==> config.mk <==
export PLATFORM = sky130hd
export DESIGN_NAME = vector_subtract
export DESIGN_NICKNAME = d
export VERILOG_FILES = /design/src/vecsub_pkg.sv /design/src/vector_subtract.sv /design/src/result_collector.sv /design/src/tile_subtractor.sv /design/src/operand_loader.sv
export SDC_FILE = /design/constraint.sdc
export NUM_CORES = 1
export LEC_CHECK = 0
export ABC_AREA = 1
export BUFFER_PORTS_ARGS = -buffer_cell sky130_fd_sc_hd__buf_2
export CORE_MARGIN = 2
export CORE_UTILIZATION = 58
export CTS_BUF_LIST = sky130_fd_sc_hd__clkbuf_8 sky130_fd_sc_hd__clkbuf_16
export CTS_CLUSTER_SIZE = 16
export DETAILED_ROUTE_END_ITERATION = 8
export GPL_TIMING_DRIVEN = 0
export HOLD_SLACK_MARGIN = 0.02
export PLACE_DENSITY = 0.8
export SYNTH_ARGS = -nofsm -noshare
export SYNTH_HDL_FRONTEND = slang
export SYNTH_SLANG_ARGS = --single-unit
==> constraint.sdc <==
create_clock -name clk -period 7.1 [get_ports clk]
set_clock_uncertainty 0.15 [all_clocks]
set_input_delay 0 -clock clk [delete_from_list [all_inputs] [get_ports clk]]
set_output_delay 0 -clock clk [all_outputs]
set_load 0.1 [all_outputs]
==> src/vecsub_pkg.sv <==
`default_nettype none

package vecsub_pkg;

    //////////////////////////////////////////////////////////////////////
    // Vector geometry
    //////////////////////////////////////////////////////////////////////

    // Cells per vector
    localparam int VECTOR_LEN = 5;

    // Signed two's-complement cell width shared by operands and result
    localparam int CELL_WIDTH = 8;

    // Packed vector with cell i at bits i*CELL_WIDTH and up
    localparam int VECTOR_WIDTH = VECTOR_LEN * CELL_WIDTH;

    //////////////////////////////////////////////////////////////////////
    // Tiling of the datapath
    //////////////////////////////////////////////////////////////////////

    // Cell differences computed per clock
    localparam int TILING = 2;

    // Tiles per vector rounded up so the last one may be partial
    localparam int TILE_COUNT = (VECTOR_LEN + TILING - 1) / TILING;

    // One tile of differences
    localparam int TILE_WIDTH = TILING * CELL_WIDTH;

    // Tile index width of at least one bit
    localparam int TILE_IDX_WIDTH = (TILE_COUNT > 1) ? $clog2(TILE_COUNT) : 1;

    // Tile subtractor states
    typedef enum logic {
        SUB_IDLE = 1'b0,
        SUB_RUN  = 1'b1
    } sub_state_t;

endpackage

`default_nettype wire
==> src/vector_subtract.sv <==
`timescale 1ns/10ps
`default_nettype none

module vector_subtract
    import vecsub_pkg::*;
(
    input  wire logic                    clk,
    input  wire logic                    rst,

    // Operand pair in
    input  wire logic                    in_valid,
    input  wire logic [VECTOR_WIDTH-1:0] in_a,
    input  wire logic [VECTOR_WIDTH-1:0] in_b,
    output logic                         in_ready,

    // Difference vector out
    output logic                         out_valid,
    output logic [VECTOR_WIDTH-1:0]      out_result,
    output logic                         out_error,
    input  wire logic                    out_ready
);

    //////////////////////////////////////////////////////////////////////
    // Internal links
    //////////////////////////////////////////////////////////////////////

    // Loader to subtractor
    logic                      op_valid;
    logic [VECTOR_WIDTH-1:0]   op_a;
    logic [VECTOR_WIDTH-1:0]   op_b;
    logic                      op_ready;

    // Subtractor to collector
    logic                      tile_valid;
    logic [TILE_IDX_WIDTH-1:0] tile_index;
    logic [TILE_WIDTH-1:0]     tile_diff;
    logic                      tile_ovf;
    logic                      tile_ready;

    operand_loader operand_loader_i (
        .clk      (clk),
        .rst      (rst),
        .in_valid (in_valid),
        .in_a     (in_a),
        .in_b     (in_b),
        .in_ready (in_ready),
        .op_valid (op_valid),
        .op_a     (op_a),
        .op_b     (op_b),
        .op_ready (op_ready)
    );

    // Walks the vector TILING cells at a time
    tile_subtractor tile_subtractor_i (
        .clk        (clk),
        .rst        (rst),
        .op_valid   (op_valid),
        .op_a       (op_a),
        .op_b       (op_b),
        .op_ready   (op_ready),
        .tile_valid (tile_valid),
        .tile_index (tile_index),
        .tile_diff  (tile_diff),
        .tile_ovf   (tile_ovf),
        .tile_ready (tile_ready)
    );

    result_collector result_collector_i (
        .clk        (clk),
        .rst        (rst),
        .tile_valid (tile_valid),
        .tile_index (tile_index),
        .tile_diff  (tile_diff),
        .tile_ovf   (tile_ovf),
        .tile_ready (tile_ready),
        .out_valid  (out_valid),
        .out_result (out_result),
        .out_error  (out_error),
        .out_ready  (out_ready)
    );

endmodule

`default_nettype wire

==> src/result_collector.sv <==
`timescale 1ns/10ps
`default_nettype none

module result_collector
    import vecsub_pkg::*;
(
    input  wire logic                      clk,
    input  wire logic                      rst,

    // Tile of differences from the subtractor
    input  wire logic                      tile_valid,
    input  wire logic [TILE_IDX_WIDTH-1:0] tile_index,
    input  wire logic [TILE_WIDTH-1:0]     tile_diff,
    input  wire logic                      tile_ovf,
    output logic                           tile_ready,

    // Result vector to outside
    output logic                           out_valid,
    output logic [VECTOR_WIDTH-1:0]        out_result,
    output logic                           out_error,
    input  wire logic                      out_ready
);

    // Assembly buffer and running error
    logic [VECTOR_WIDTH-1:0] asm_buf;
    logic [VECTOR_WIDTH-1:0] asm_next;
    logic                    err_acc;
    logic                    last_tile;
    logic                    tile_fire;

    assign last_tile = (tile_index == TILE_IDX_WIDTH'(TILE_COUNT - 1));

    // Only the last tile waits on output register space
    assign tile_ready = !last_tile || !out_valid || out_ready;
    assign tile_fire  = tile_valid && tile_ready;

    //////////////////////////////////////////////////////////////////////
    // Tile merge
    //////////////////////////////////////////////////////////////////////

    always_comb begin
        asm_next = asm_buf;
        for (int l = 0; l < TILING; l++) begin
            // Unused lanes of a partial tile dropped
            if (int'(tile_index) * TILING + l < VECTOR_LEN) begin
                asm_next[(int'(tile_index) * TILING + l) * CELL_WIDTH +: CELL_WIDTH] =
                    tile_diff[l*CELL_WIDTH +: CELL_WIDTH];
            end
        end
    end

    always_ff @(posedge clk) begin
        if (tile_fire) begin
            asm_buf <= asm_next;
        end
        // Result and flag load together on the last tile
        if (tile_fire && last_tile) begin
            out_result <= asm_next;
            out_error  <= err_acc | tile_ovf;
        end
    end

    // Output valid and error accumulator
    always_ff @(posedge clk) begin
        if (rst) begin
            out_valid <= 1'b0;
            err_acc   <= 1'b0;
        end else begin
            if (tile_fire && last_tile) begin
                out_valid <= 1'b1;
                err_acc   <= 1'b0;
            end else begin
                if (out_ready) begin
                    out_valid <= 1'b0;
                end
                if (tile_fire) begin
                    err_acc <= err_acc | tile_ovf;
                end
            end
        end
    end

endmodule

`default_nettype wire

==> src/tile_subtractor.sv <==
`timescale 1ns/10ps
`default_nettype none

module tile_subtractor
    import vecsub_pkg::*;
(
    input  wire logic                      clk,
    input  wire logic                      rst,

    // Operand pair from the loader
    input  wire logic                      op_valid,
    input  wire logic [VECTOR_WIDTH-1:0]   op_a,
    input  wire logic [VECTOR_WIDTH-1:0]   op_b,
    output logic                           op_ready,

    // Tile of differences to the collector
    output logic                           tile_valid,
    output logic [TILE_IDX_WIDTH-1:0]      tile_index,
    output logic [TILE_WIDTH-1:0]          tile_diff,
    output logic                           tile_ovf,
    input  wire logic                      tile_ready
);

    sub_state_t                state;

    // Operand copies shifted down one tile per issue
    logic [VECTOR_WIDTH-1:0]   a_q;
    logic [VECTOR_WIDTH-1:0]   b_q;

    // Next tile to issue
    logic [TILE_IDX_WIDTH-1:0] tile_cnt;

    logic [TILE_WIDTH-1:0]     diff_c;
    logic                      ovf_c;
    logic                      op_fire;
    logic                      issue;
    logic                      last_issue;

    // Idle and the output slot free or emptying this cycle
    assign op_ready   = (state == SUB_IDLE) && (!tile_valid || tile_ready);
    assign op_fire    = op_valid && op_ready;
    assign issue      = (state == SUB_RUN) && (!tile_valid || tile_ready);
    assign last_issue = issue && (tile_cnt == TILE_IDX_WIDTH'(TILE_COUNT - 1));

    //////////////////////////////////////////////////////////////////////
    // Lane subtractors
    //////////////////////////////////////////////////////////////////////

    always_comb begin
        logic [CELL_WIDTH-1:0] ca;
        logic [CELL_WIDTH-1:0] cb;
        logic [CELL_WIDTH-1:0] cd;

        diff_c = '0;
        ovf_c  = 1'b0;
        for (int l = 0; l < TILING; l++) begin
            ca = a_q[l*CELL_WIDTH +: CELL_WIDTH];
            cb = b_q[l*CELL_WIDTH +: CELL_WIDTH];
            // Wraps on overflow keeping the low 8 bits
            cd = ca - cb;
            diff_c[l*CELL_WIDTH +: CELL_WIDTH] = cd;
            // Signs differ and result sign flipped away from a
            if (int'(tile_cnt) * TILING + l < VECTOR_LEN) begin
                ovf_c = ovf_c | ((ca[CELL_WIDTH-1] != cb[CELL_WIDTH-1]) &&
                                 (cd[CELL_WIDTH-1] != ca[CELL_WIDTH-1]));
            end
        end
    end

    // FSM and tile handshake
    always_ff @(posedge clk) begin
        if (rst) begin
            state      <= SUB_IDLE;
            tile_cnt   <= '0;
            tile_valid <= 1'b0;
        end else begin
            case (state)
                SUB_IDLE: begin
                    if (op_fire) begin
                        state    <= SUB_RUN;
                        tile_cnt <= '0;
                    end
                end
                SUB_RUN: begin
                    if (issue) begin
                        tile_cnt <= tile_cnt + 1'b1;
                    end
                    // Back to idle once the last tile is out
                    if (last_issue) begin
                        state <= SUB_IDLE;
                    end
                end
                default: state <= SUB_IDLE;
            endcase

            if (issue) begin
                tile_valid <= 1'b1;
            end else if (tile_ready) begin
                tile_valid <= 1'b0;
            end
        end
    end

    // Operand copies and tile payload
    always_ff @(posedge clk) begin
        if (op_fire) begin
            a_q <= op_a;
            b_q <= op_b;
        end else if (issue) begin
            a_q <= a_q >> TILE_WIDTH;
            b_q <= b_q >> TILE_WIDTH;
        end
        if (issue) begin
            tile_diff  <= diff_c;
            tile_ovf   <= ovf_c;
            tile_index <= tile_cnt;
        end
    end

endmodule

`default_nettype wire

==> src/operand_loader.sv <==
`timescale 1ns/10ps
`default_nettype none

module operand_loader
    import vecsub_pkg::*;
(
    input  wire logic                    clk,
    input  wire logic                    rst,

    // Operand pair from outside
    input  wire logic                    in_valid,
    input  wire logic [VECTOR_WIDTH-1:0] in_a,
    input  wire logic [VECTOR_WIDTH-1:0] in_b,
    output logic                         in_ready,

    // Operand pair to the subtractor
    output logic                         op_valid,
    output logic [VECTOR_WIDTH-1:0]      op_a,
    output logic [VECTOR_WIDTH-1:0]      op_b,
    input  wire logic                    op_ready
);

    // Buffer holds a pair not yet taken
    logic full;
    logic in_fire;
    logic op_fire;

    // Room when empty or when the held pair leaves this cycle
    assign in_ready = !full || op_ready;
    assign in_fire  = in_valid && in_ready;
    assign op_fire  = full && op_ready;

    assign op_valid = full;

    //////////////////////////////////////////////////////////////////////
    // Full flag
    //////////////////////////////////////////////////////////////////////

    always_ff @(posedge clk) begin
        if (rst) begin
            full <= 1'b0;
        end else if (in_fire) begin
            // Load wins over free, so a pair can stream straight through
            full <= 1'b1;
        end else if (op_fire) begin
            full <= 1'b0;
        end
    end

    // Operand storage
    always_ff @(posedge clk) begin
        if (in_fire) begin
            op_a <= in_a;
            op_b <= in_b;
        end
    end

endmodule

`default_nettype wire

-- After elaboration in Yosys (flattened, before gate mapping)
Cells that the tools add are included.
- bits in registers: 267
- input port bits: 84
- logic and storage cells: 87
- add/sub/neg operators: 7
- order comparisons: 4
- eq/ne operators: 8
- shift operators: 4
- mux-type cells: 22
- bitwise logic cells: 3
- reduce and logical (&&, ||, !) cells: 23
- operators by type and width (kind ; count):
    40-bit two-way mux ; 6
    40-bit bitwise mux ; 2
    8-bit by 33-bit variable shift with 40-bit output, first input constant ; 2
    8-bit by 33-bit indexed part select with 40-bit output ; 2
    32-bit by 4-bit less-than comparator with 1-bit output, second input constant ; 2
    32-bit negator with 33-bit output ; 1
    6-bit negator with 33-bit output ; 1
    8-bit subtractor ; 2
    1-bit two-way mux ; 10
    1-bit logical AND ; 9
    3-bit by 1-bit adder with 4-bit output, second input constant ; 2
    2-bit nonzero test ; 4
    3-bit less-than comparator, second input constant ; 2
    2-bit == test, second input constant ; 2
    1-bit zero test ; 4
    1-bit logical OR ; 4
    2-bit two-way mux ; 2
    1-bit inequality test ; 4
    2-bit inequality test, second input constant ; 2
    2-bit case mux with 2 select lines ; 1
    2-bit by 1-bit adder with 2-bit output, second input constant ; 1
    1-bit bitwise OR ; 2
    1-bit case mux with 2 select lines ; 1
    2-bit AND reduction ; 1
    other kinds (2) ; 2

-- Logic depth before layout (Yosys ltp)
Gate-level depths: netlist of run 1.
- depth in word-level cells: 9
- depth in mapped cells: 11
- depth with buffers taken out: 11

-- Modules after synthesis
From an unflattened synthesis of run 1, not the netlist that was laid out.
- cells, all modules: 810
- area total of the unflattened synthesis: 10620.2 µm²
- modules (own cells, without submodules) (module ; instances ; cells each ; area an instance (µm²) ; sequential area each (µm²)):
    tile_subtractor ; 1 ; 478 ; 4829.6 ; 3052.9
    result_collector ; 1 ; 246 ; 3340.7 ; 2472.4
    operand_loader ; 1 ; 86 ; 2449.8 ; 2422.3

-- Least setup slack after synthesis of run 1
OpenSTA, ideal clock, no wires.
- kind: reg-to-reg
- start point: register result_collector_i.out_valid
- end point: register result_collector_i.out_error (enable)
- data arrival time: 5171 ps
- required time: 6554 ps
- slack: 1383 ps
- stages on the path, launching flop included: 6
- path through: dfxtp_1 -> inv_1 -> nor2_4 -> a21boi_0 -> nand2_1 -> inv_1
- cells in the longest elaborated chain, start to end: 5
- RTL lines (element ; line ; source):
    start: declaration ; result_collector.sv:18 ; output logic out_valid,
    start signal: assignment ; result_collector.sv:66 ; out_valid <= 1'b0;
    start signal: assignment ; result_collector.sv:70 ; out_valid <= 1'b1;
    start signal: assignment ; result_collector.sv:74 ; out_valid <= 1'b0;
    1-bit zero test ; result_collector.sv:34 ; assign tile_ready = !last_tile || !out_valid || out_ready;
    1-bit logical OR (2 in series) ; result_collector.sv:34 ;
    1-bit logical AND ; result_collector.sv:35 ; assign tile_fire = tile_valid && tile_ready;
    via result_collector_i.tile_fire ; result_collector.sv:29 ; logic tile_fire;
    1-bit logical AND ; result_collector.sv:57 ; if (tile_fire && last_tile) begin
    end signal: assignment ; result_collector.sv:59 ; out_error <= err_acc | tile_ovf;
    end: declaration ; result_collector.sv:20 ; output logic out_error,
The timed path passes the listed nets, and every way through them passes these cells.
A chain may end at the register's enable or synchronous reset.

-- Worst setup path after layout of run 1
- start point: register tile_subtractor_i.tile_index[0]
- end point: register result_collector_i.out_result[0] (enable)
- cells in the longest elaborated chain, start to end: 6
- RTL lines (element ; line ; source):
    start: declaration ; tile_subtractor.sv:18 ; output logic [TILE_IDX_WIDTH-1:0] tile_index,
    start signal: assignment ; tile_subtractor.sv:116 ; tile_index <= tile_cnt;
    2-bit == test ; result_collector.sv:31 ; assign last_tile = (tile_index == TILE_IDX_WIDTH'(TILE_COUNT - 1));
    1-bit zero test ; result_collector.sv:34 ;
    1-bit logical OR (2 in series) ; result_collector.sv:34 ;
    1-bit logical AND ; result_collector.sv:35 ;
    via result_collector_i.tile_fire ; result_collector.sv:29 ;
    1-bit logical AND ; result_collector.sv:57 ;
    end signal: assignment ; result_collector.sv:58 ; out_result <= asm_next;
    end: declaration ; result_collector.sv:19 ; output logic [VECTOR_WIDTH-1:0] out_result,
The timed path passes the listed nets, and every way through them passes these cells.

==> metrics.txt, run 1 <==
top post-synthesis cells by area=edfxtp_1 74%, nand2_1 5.6%, nand3_1 3.6%; clk slew on worst S/H paths=0.07 ns; first-pass GRT wire length=35.9 mm; initial core utilization=0.589; Setup violations, final=0; Slew headroom=0.351; Req. time, crit path=7.09 ns; Mapped Cells=792; hold path cells=2; Post-CTS Setup Bufs=0; most common cell in the netlist=edfxtp_1; Max VDD drop=0.000249 V; final core utilization=0.740; total grt overflow=0; total of warnings raised by yosys=0; Die Width=139 µm; drt wl/cell=17.8 µm; P&R area growth vs syn=25.6%; vias in the first global route=6905; max capacitance violation total=0; largest net degree at the start of global routing=82; Crit Path Class=reg2reg; num ports=127; clk_lat worst skew=0.53 ns; FF+latch count, synth=267; post-synth top area share=0.743; setup tns final=0 ns; Via density=5.30; via count=6811; Worst-Margin Slew=0.973 ns; root buffer cell=clkbuf_16; dpl cell area=0.0116 mm²; first-pass iteration count of the detailed router=5; hold path start=in_a[32]; fin crit period=2.91 ns; Routability Congestion=0.854; syn avg cell area=13.3 µm²; Routed WL=22.9 mm; Worst R2R Start=tile_subtractor_i.tile_index[0]; Hold Path End=operand_loader_i.op_a[32]; nets=1145; antenna cells=0; Final Hold Fails=0; TritonCTS Buffers=26; Remaining DRCs=0; Post-Layout Inst Area=0.0132 mm²; R2R depth=6; Power Density=268 mW/mm²; leading area contributor after synthesis=edfxtp_1; share of layout cells above drive strength 1=0.190; flop2flop setup slack=4.19 ns; DP HPWL=12.7 mm; LEAKAGE=5.48 nW; most frequent cells after synthesis=260 x edfxtp_1, 157 x nand2_1, 89 x inv_1; Final Max Slew Viols=0; I/O Buffers=126; Die Area=0.0192 mm²; FFs w/ async S/R, synth=0; crit path DAT=2.90 ns; post-route ant nets=0; Post-Place Cells=1151; Iter 0 DRT Violations=597; crit path max fanout=42; Crit. End Element=flip-flop; Cell Rows=49; initial antenna violation count=0; Finished Layout Cells=1285; Die Ht=139 µm; syn_nets=900; crit start category=flip-flop; status=completed; Fin Hold WS=0.0306 ns; clock sinks=267; CTS tree=yes; clock tree buffer depth=3; Core ar.=0.0178 mm²; H-tree depth=1; period utilization=0.410; FMAX=344 MHz; reg2reg end=result_collector_i.out_result[0]; ys flop type=edfxtp_1; GRT Util Overall=0.238; Post-synth EDFFs=260; RSZ-0062 raised after global routing=false; Hold Path Class=in2reg; post-synthesis cell area=0.0105 mm²; unique cell type count in the Yosys netlist=28; share of the yosys chip area belonging to registers=0.756
-- state kept, by name, indices dropped and copies added, names as in the netlist, 2 cells and up --
register and count:
operand_loader_i.op_a 40, operand_loader_i.op_b 40, result_collector_i.asm_buf 40, result_collector_i.out_result 40, tile_subtractor_i.a_q 40, tile_subtractor_i.b_q 40
tile_subtractor_i.tile_diff 16, tile_subtractor_i.tile_cnt 2, tile_subtractor_i.tile_index 2
-- kinds of logic after synthesis --
logic type               synth area share
AND/OR/NAND/NOR                     0.116
flip-flops                          0.756
buffers and inverters              0.0468
AO/OA/AOI/OAI                      0.0410
adder cells (fa/ha/maj)            0.0300
XOR/XNOR                           0.0100
-- worst max path at each step --
stage	to	cells past startpoint	slack [ns]	from
after floorplan	result_collector_i.out_error	5	1.38	result_collector_i.out_valid
after global placement	result_collector_i.out_result[8]	5	-0.11	tile_subtractor_i.tile_index[0]
after detailed placement	result_collector_i.out_result[14]	6	4.18	tile_subtractor_i.tile_index[0]
after CTS	result_collector_i.out_result[20]	6	4.18	tile_subtractor_i.tile_index[0]
after global routing	result_collector_i.out_result[0]	6	4.01	tile_subtractor_i.tile_index[0]
final	result_collector_i.out_result[0]	6	4.19	tile_subtractor_i.tile_index[0]
-- worst max-delay path, cell delays in order, from the launching register on --
cell and delay, ns:
edfxtp_1 0.43, inv_2 0.15, ha_1 0.31, a21boi_4 0.48
buf_12 0.27, nand2_1 0.10, inv_2 0.62
-- cells in the final DEF, fill, tap and decap left out, types with 4 or more instances in the layout --
cell type / n
a21oi_1: 11
buf_1: 4
buf_2: 138
buf_4: 5
clkbuf_1: 4
clkbuf_16: 27
clkinv_1: 5
clkinv_2: 9
dfxtp_1: 7
dlygate4sd3_1: 87
edfxtp_1: 260
ha_1: 22
inv_1: 90
nand2_1: 157
nand3_1: 75
nor2_1: 45
o21ai_0: 67
xnor2_1: 5
xor2_1: 7
-- through the flow --
| step | total power, W | setup WS (ns) |
|---|---|---|
| floorplan | 0.00214 | 1.38 |
| global placement | 0.00223 | -0.110 |
| detailed placement | 0.00225 | 4.18 |
| CTS | 0.00351 | 4.18 |
| global route | 0.00366 | 4.01 |
| finish | 0.00354 | 4.19 |
-- where the power goes --
group / total (W) / switching (W) / internal [W]
Clock: 0.00127 / 0.000585 / 0.000688
Sequential: 0.00190 / 0.0000383 / 0.00186
Combinational: 0.000366 / 0.000227 / 0.000139
-- metal layers --
layer	vias up	GRT usage	routed length (µm)
li1	3235	-	-
met1	3205	0.283	8490
met2	322	0.440	12100
met3	49	0.0418	1670
met4	0	0.0816	674
met5	-	0	0
-- timing repair --
action                                 4_1_cts  5_1_grt
gates resized for setup                      0        0
hold buffers                                87        0
endpoints found under the hold margin      114        0
-- final cells by class --
type	instances	area [µm²]
flip-flops and latches	267	7950
well taps	229	287
repair buffers	217	1600
multi-input cells	407	2090
plain buffers	27	150
inverters	91	344
fillers	1025	4640
clock buffers	27	676
clock inverters	20	97.6
Power figures use the tool's default switching activity.
==> run 2, diff against run 1 <==
- CORE_UTILIZATION: 58 -> 52
- PLACE_DENSITY: 0.8 -> 0.75
- clock period: 7.1 -> 2.67 ns (I/O delays scaled with it)
==> run 2 against run 1 <==
Against the previous run: flip-flop and latch count stayed put; hold slack better by 0.0017 ns; design area is 4.4% higher; critical path depth is 3 higher; count of clock-buffer cells in the layout is 1 lower; sequential power grew to 2.7 times the previous value; wire length is 0.40% lower; critical path type unchanged; highest routed layer unchanged.
==> metrics.txt, run 2 (synthesis results as in run 1) <==
crit-path max cell delay=0.57 ns (was 0.62 ns); global routing usage on met2=0.391 (was 0.440); met1 usage=0.256 (was 0.283); commonest non-fill, non-tap cell in the layout=edfxtp_1 (unchanged); Largest delay share family, worst path=buffers and inverters (unchanged); FMAX=396 MHz (was 344 MHz); CP Buf/Inv Count=4 (was 3); drt wl/cell=16.7 µm (was 17.8 µm); Final Hold Fails=0 (unchanged); initial antenna violation count=0 (unchanged); root buffer cell=clkbuf_16 (unchanged); part of the power in registers=0.527 (was 0.537); I/O Buffers=126 (unchanged); post-route ant nets=0 (unchanged); Final Max Slew Viols=0 (unchanged); crit start category=flip-flop (unchanged); clock tree buffer depth=3 (unchanged); switching pwr=0.00224 W (was 0.000850 W); first-pass GRT wire length=35.7 mm (was 35.9 mm); share of layout cells above drive strength 1=0.188 (was 0.190); num ports=127 (unchanged); Crit Path Class=reg2reg (unchanged); GR peak layer=met2 (unchanged); TritonCTS Buffers=26 (unchanged); combinational power share=0.106 (was 0.103); Core ar.=0.0200 mm² (was 0.0178 mm²); Remaining DRCs=0 (unchanged); P&R area growth vs syn=31.1% (was 25.6%); Cell Rows=52 (was 49); met3 usage=0.0331 (was 0.0418); CTS tree=yes (unchanged); clock sinks=267 (unchanged); Slew headroom=0.147 (was 0.351); Worst-Margin Slew=1.27 ns (was 0.973 ns); Power Density=696 mW/mm² (was 268 mW/mm²); clock share of power=0.367 (was 0.360); first-pass iteration count of the detailed router=5 (unchanged); largest net degree at the start of global routing=48 (was 82); total grt overflow=0 (unchanged); Via density=5.06 (was 5.30); Die Width=146 µm (was 139 µm); H-tree depth=1 (unchanged); Die Ht=146 µm (was 139 µm); fin crit period=2.52 ns (was 2.91 ns); Req. time, crit path=2.94 ns (was 7.09 ns); Iter 0 DRT Violations=326 (was 597); GRT Util Overall=0.214 (was 0.238); Routed WL=22.8 mm (was 22.9 mm); Routability Congestion=0.830 (was 0.854); max capacitance violation total=0 (unchanged); Crit. End Element=flip-flop (unchanged); clk_lat worst skew=0.53 ns (about the same); initial core utilization=0.524 (was 0.589); final core utilization=0.687 (was 0.740); crit path DAT=2.79 ns (was 2.90 ns); Setup violations, final=0 (unchanged); flop2flop setup slack=0.15 ns (was 4.19 ns); crit path max fanout=13 (was 42); RSZ-0062 raised after global routing=false (unchanged); Fin Hold WS=0.0324 ns (was 0.0306 ns); Hold Path Class=in2reg (unchanged); worst-path cell chain=inv_4 -> ha_4 -> nand3_4 -> nand2_4 -> inv_2 -> nand2_4 -> buf_4 -> a21oi_1 -> dlygate4sd3_1 (was inv_2 -> ha_1 -> a21boi_4 -> buf_12 -> nand2_1 -> inv_2); antenna cells=0 (unchanged); most frequent cells in the layout=260 x edfxtp_1, 157 x nand2_1, 138 x buf_2, 128 x dlygate4sd3_1, 89 x inv_1 (was 260 x edfxtp_1, 157 x nand2_1, 138 x buf_2, 90 x inv_1, 87 x dlygate4sd3_1); DP HPWL=12.7 mm (about the same); CP max stage cell=dlygate4sd3_1 (was inv_2); status=completed (unchanged); crit-path most repeated cell=nand2_4 (was inv_2); switching part of the total=0.234 (was 0.240); Int Pwr=0.00735 W (was 0.00269 W); nets=1189 (was 1145); period utilization=0.946 (was 0.410); Tot Pwr=0.00959 W (was 0.00354 W); Max VDD drop=0.000590 V (was 0.000249 V); via count=6936 (was 6811); LEAKAGE=5.67 nW (was 5.48 nW); vias in the first global route=6893 (was 6905); clk slew on worst S/H paths=0.06 ns (was 0.07 ns); Die Area=0.0214 mm² (was 0.0192 mm²)
## run 2: changes by cell type in the layout (fill, tap and decap cells not counted), moves of 2 or more
cell	delta
a21boi_2	+2
bufinv_16	+2
clkinv_1	+3
clkinv_2	-4
dlygate4sd3_1	+41
## run 2: worst reg2reg max path, stage by stage, from the launching register on
cell and delay, ns:
edfxtp_1 0.48, inv_4 0.19, ha_4 0.24, nand3_4 0.14
nand2_4 0.12, inv_2 0.08, nand2_4 0.15, buf_4 0.22
a21oi_1 0.09, dlygate4sd3_1 0.57
## run 2: what timing repair did
item                                    in CTS  in global routing
cloned                                       3                  1
buffers inserted                             0                  0
pin swaps                                    1                  0
endpoints found under the setup margin      42                 62
hold endpoints to repair                   114                  1
hold buffers                               127                  1
gates resized for setup                      1                  0
## run 2: final timing paths
path	start	endpoint	depth (start not counted)
worst max register to register	tile_subtractor_i.tile_index[0]	tile_subtractor_i.state	9
worst min-delay path	in_b[3]	operand_loader_i.op_b[3]	2
worst max-delay path	tile_subtractor_i.tile_index[0]	tile_subtractor_i.state	9
worst min register to register	result_collector_i.err_acc	result_collector_i.err_acc	2
## run 2: power by group through the flow
stage / clock network, W / registers (W) / logic, W
detailed placement: 0 / 0.00514 / 0.000838
finish: 0.00352 / 0.00505 / 0.00102
CTS: 0.00354 / 0.00505 / 0.000989
global route: 0.00374 / 0.00507 / 0.00113
global placement: 0 / 0.00514 / 0.000786
floorplan: 0 / 0.00514 / 0.000544
## run 2: through the flow
| step | worst slack [ns] | instances | setup TNS (ns) | area [µm²] |
|---|---|---|---|---|
| 2_1_floorplan | -0.0966 | 792 | -14.27 | 10600 |
| 3_3_place_gp | -0.636 | 1188 | -120.27 | 11500 |
| 3_5_place_dp | -0.712 | 1192 | -29.69 | 11600 |
| 4_1_cts | -0.0340 | 1370 | -1.39 | 13800 |
| 5_1_grt | 0.0266 | 1371 | 0 | 13800 |
| 6_report | 0.145 | 1371 | 0 | 13800 |
## run 2: area by class of cell
cell class	instances	area, µm²
inverters	91	352
repair buffers	258	2010
multi-input cells	409	2140
clock buffers	26	651
repair inverters	2	12.5
fillers	1361	6270
plain buffers	26	146
clock inverters	22	171
well taps	270	338
flip-flops and latches	267	7950
## run 2: metal layers
metal,up-vias,part of all wire
met5,-,0
met4,0,0.035
met3,49,0.051
met2,279,0.53
met1,3283,0.39
li1,3325,-
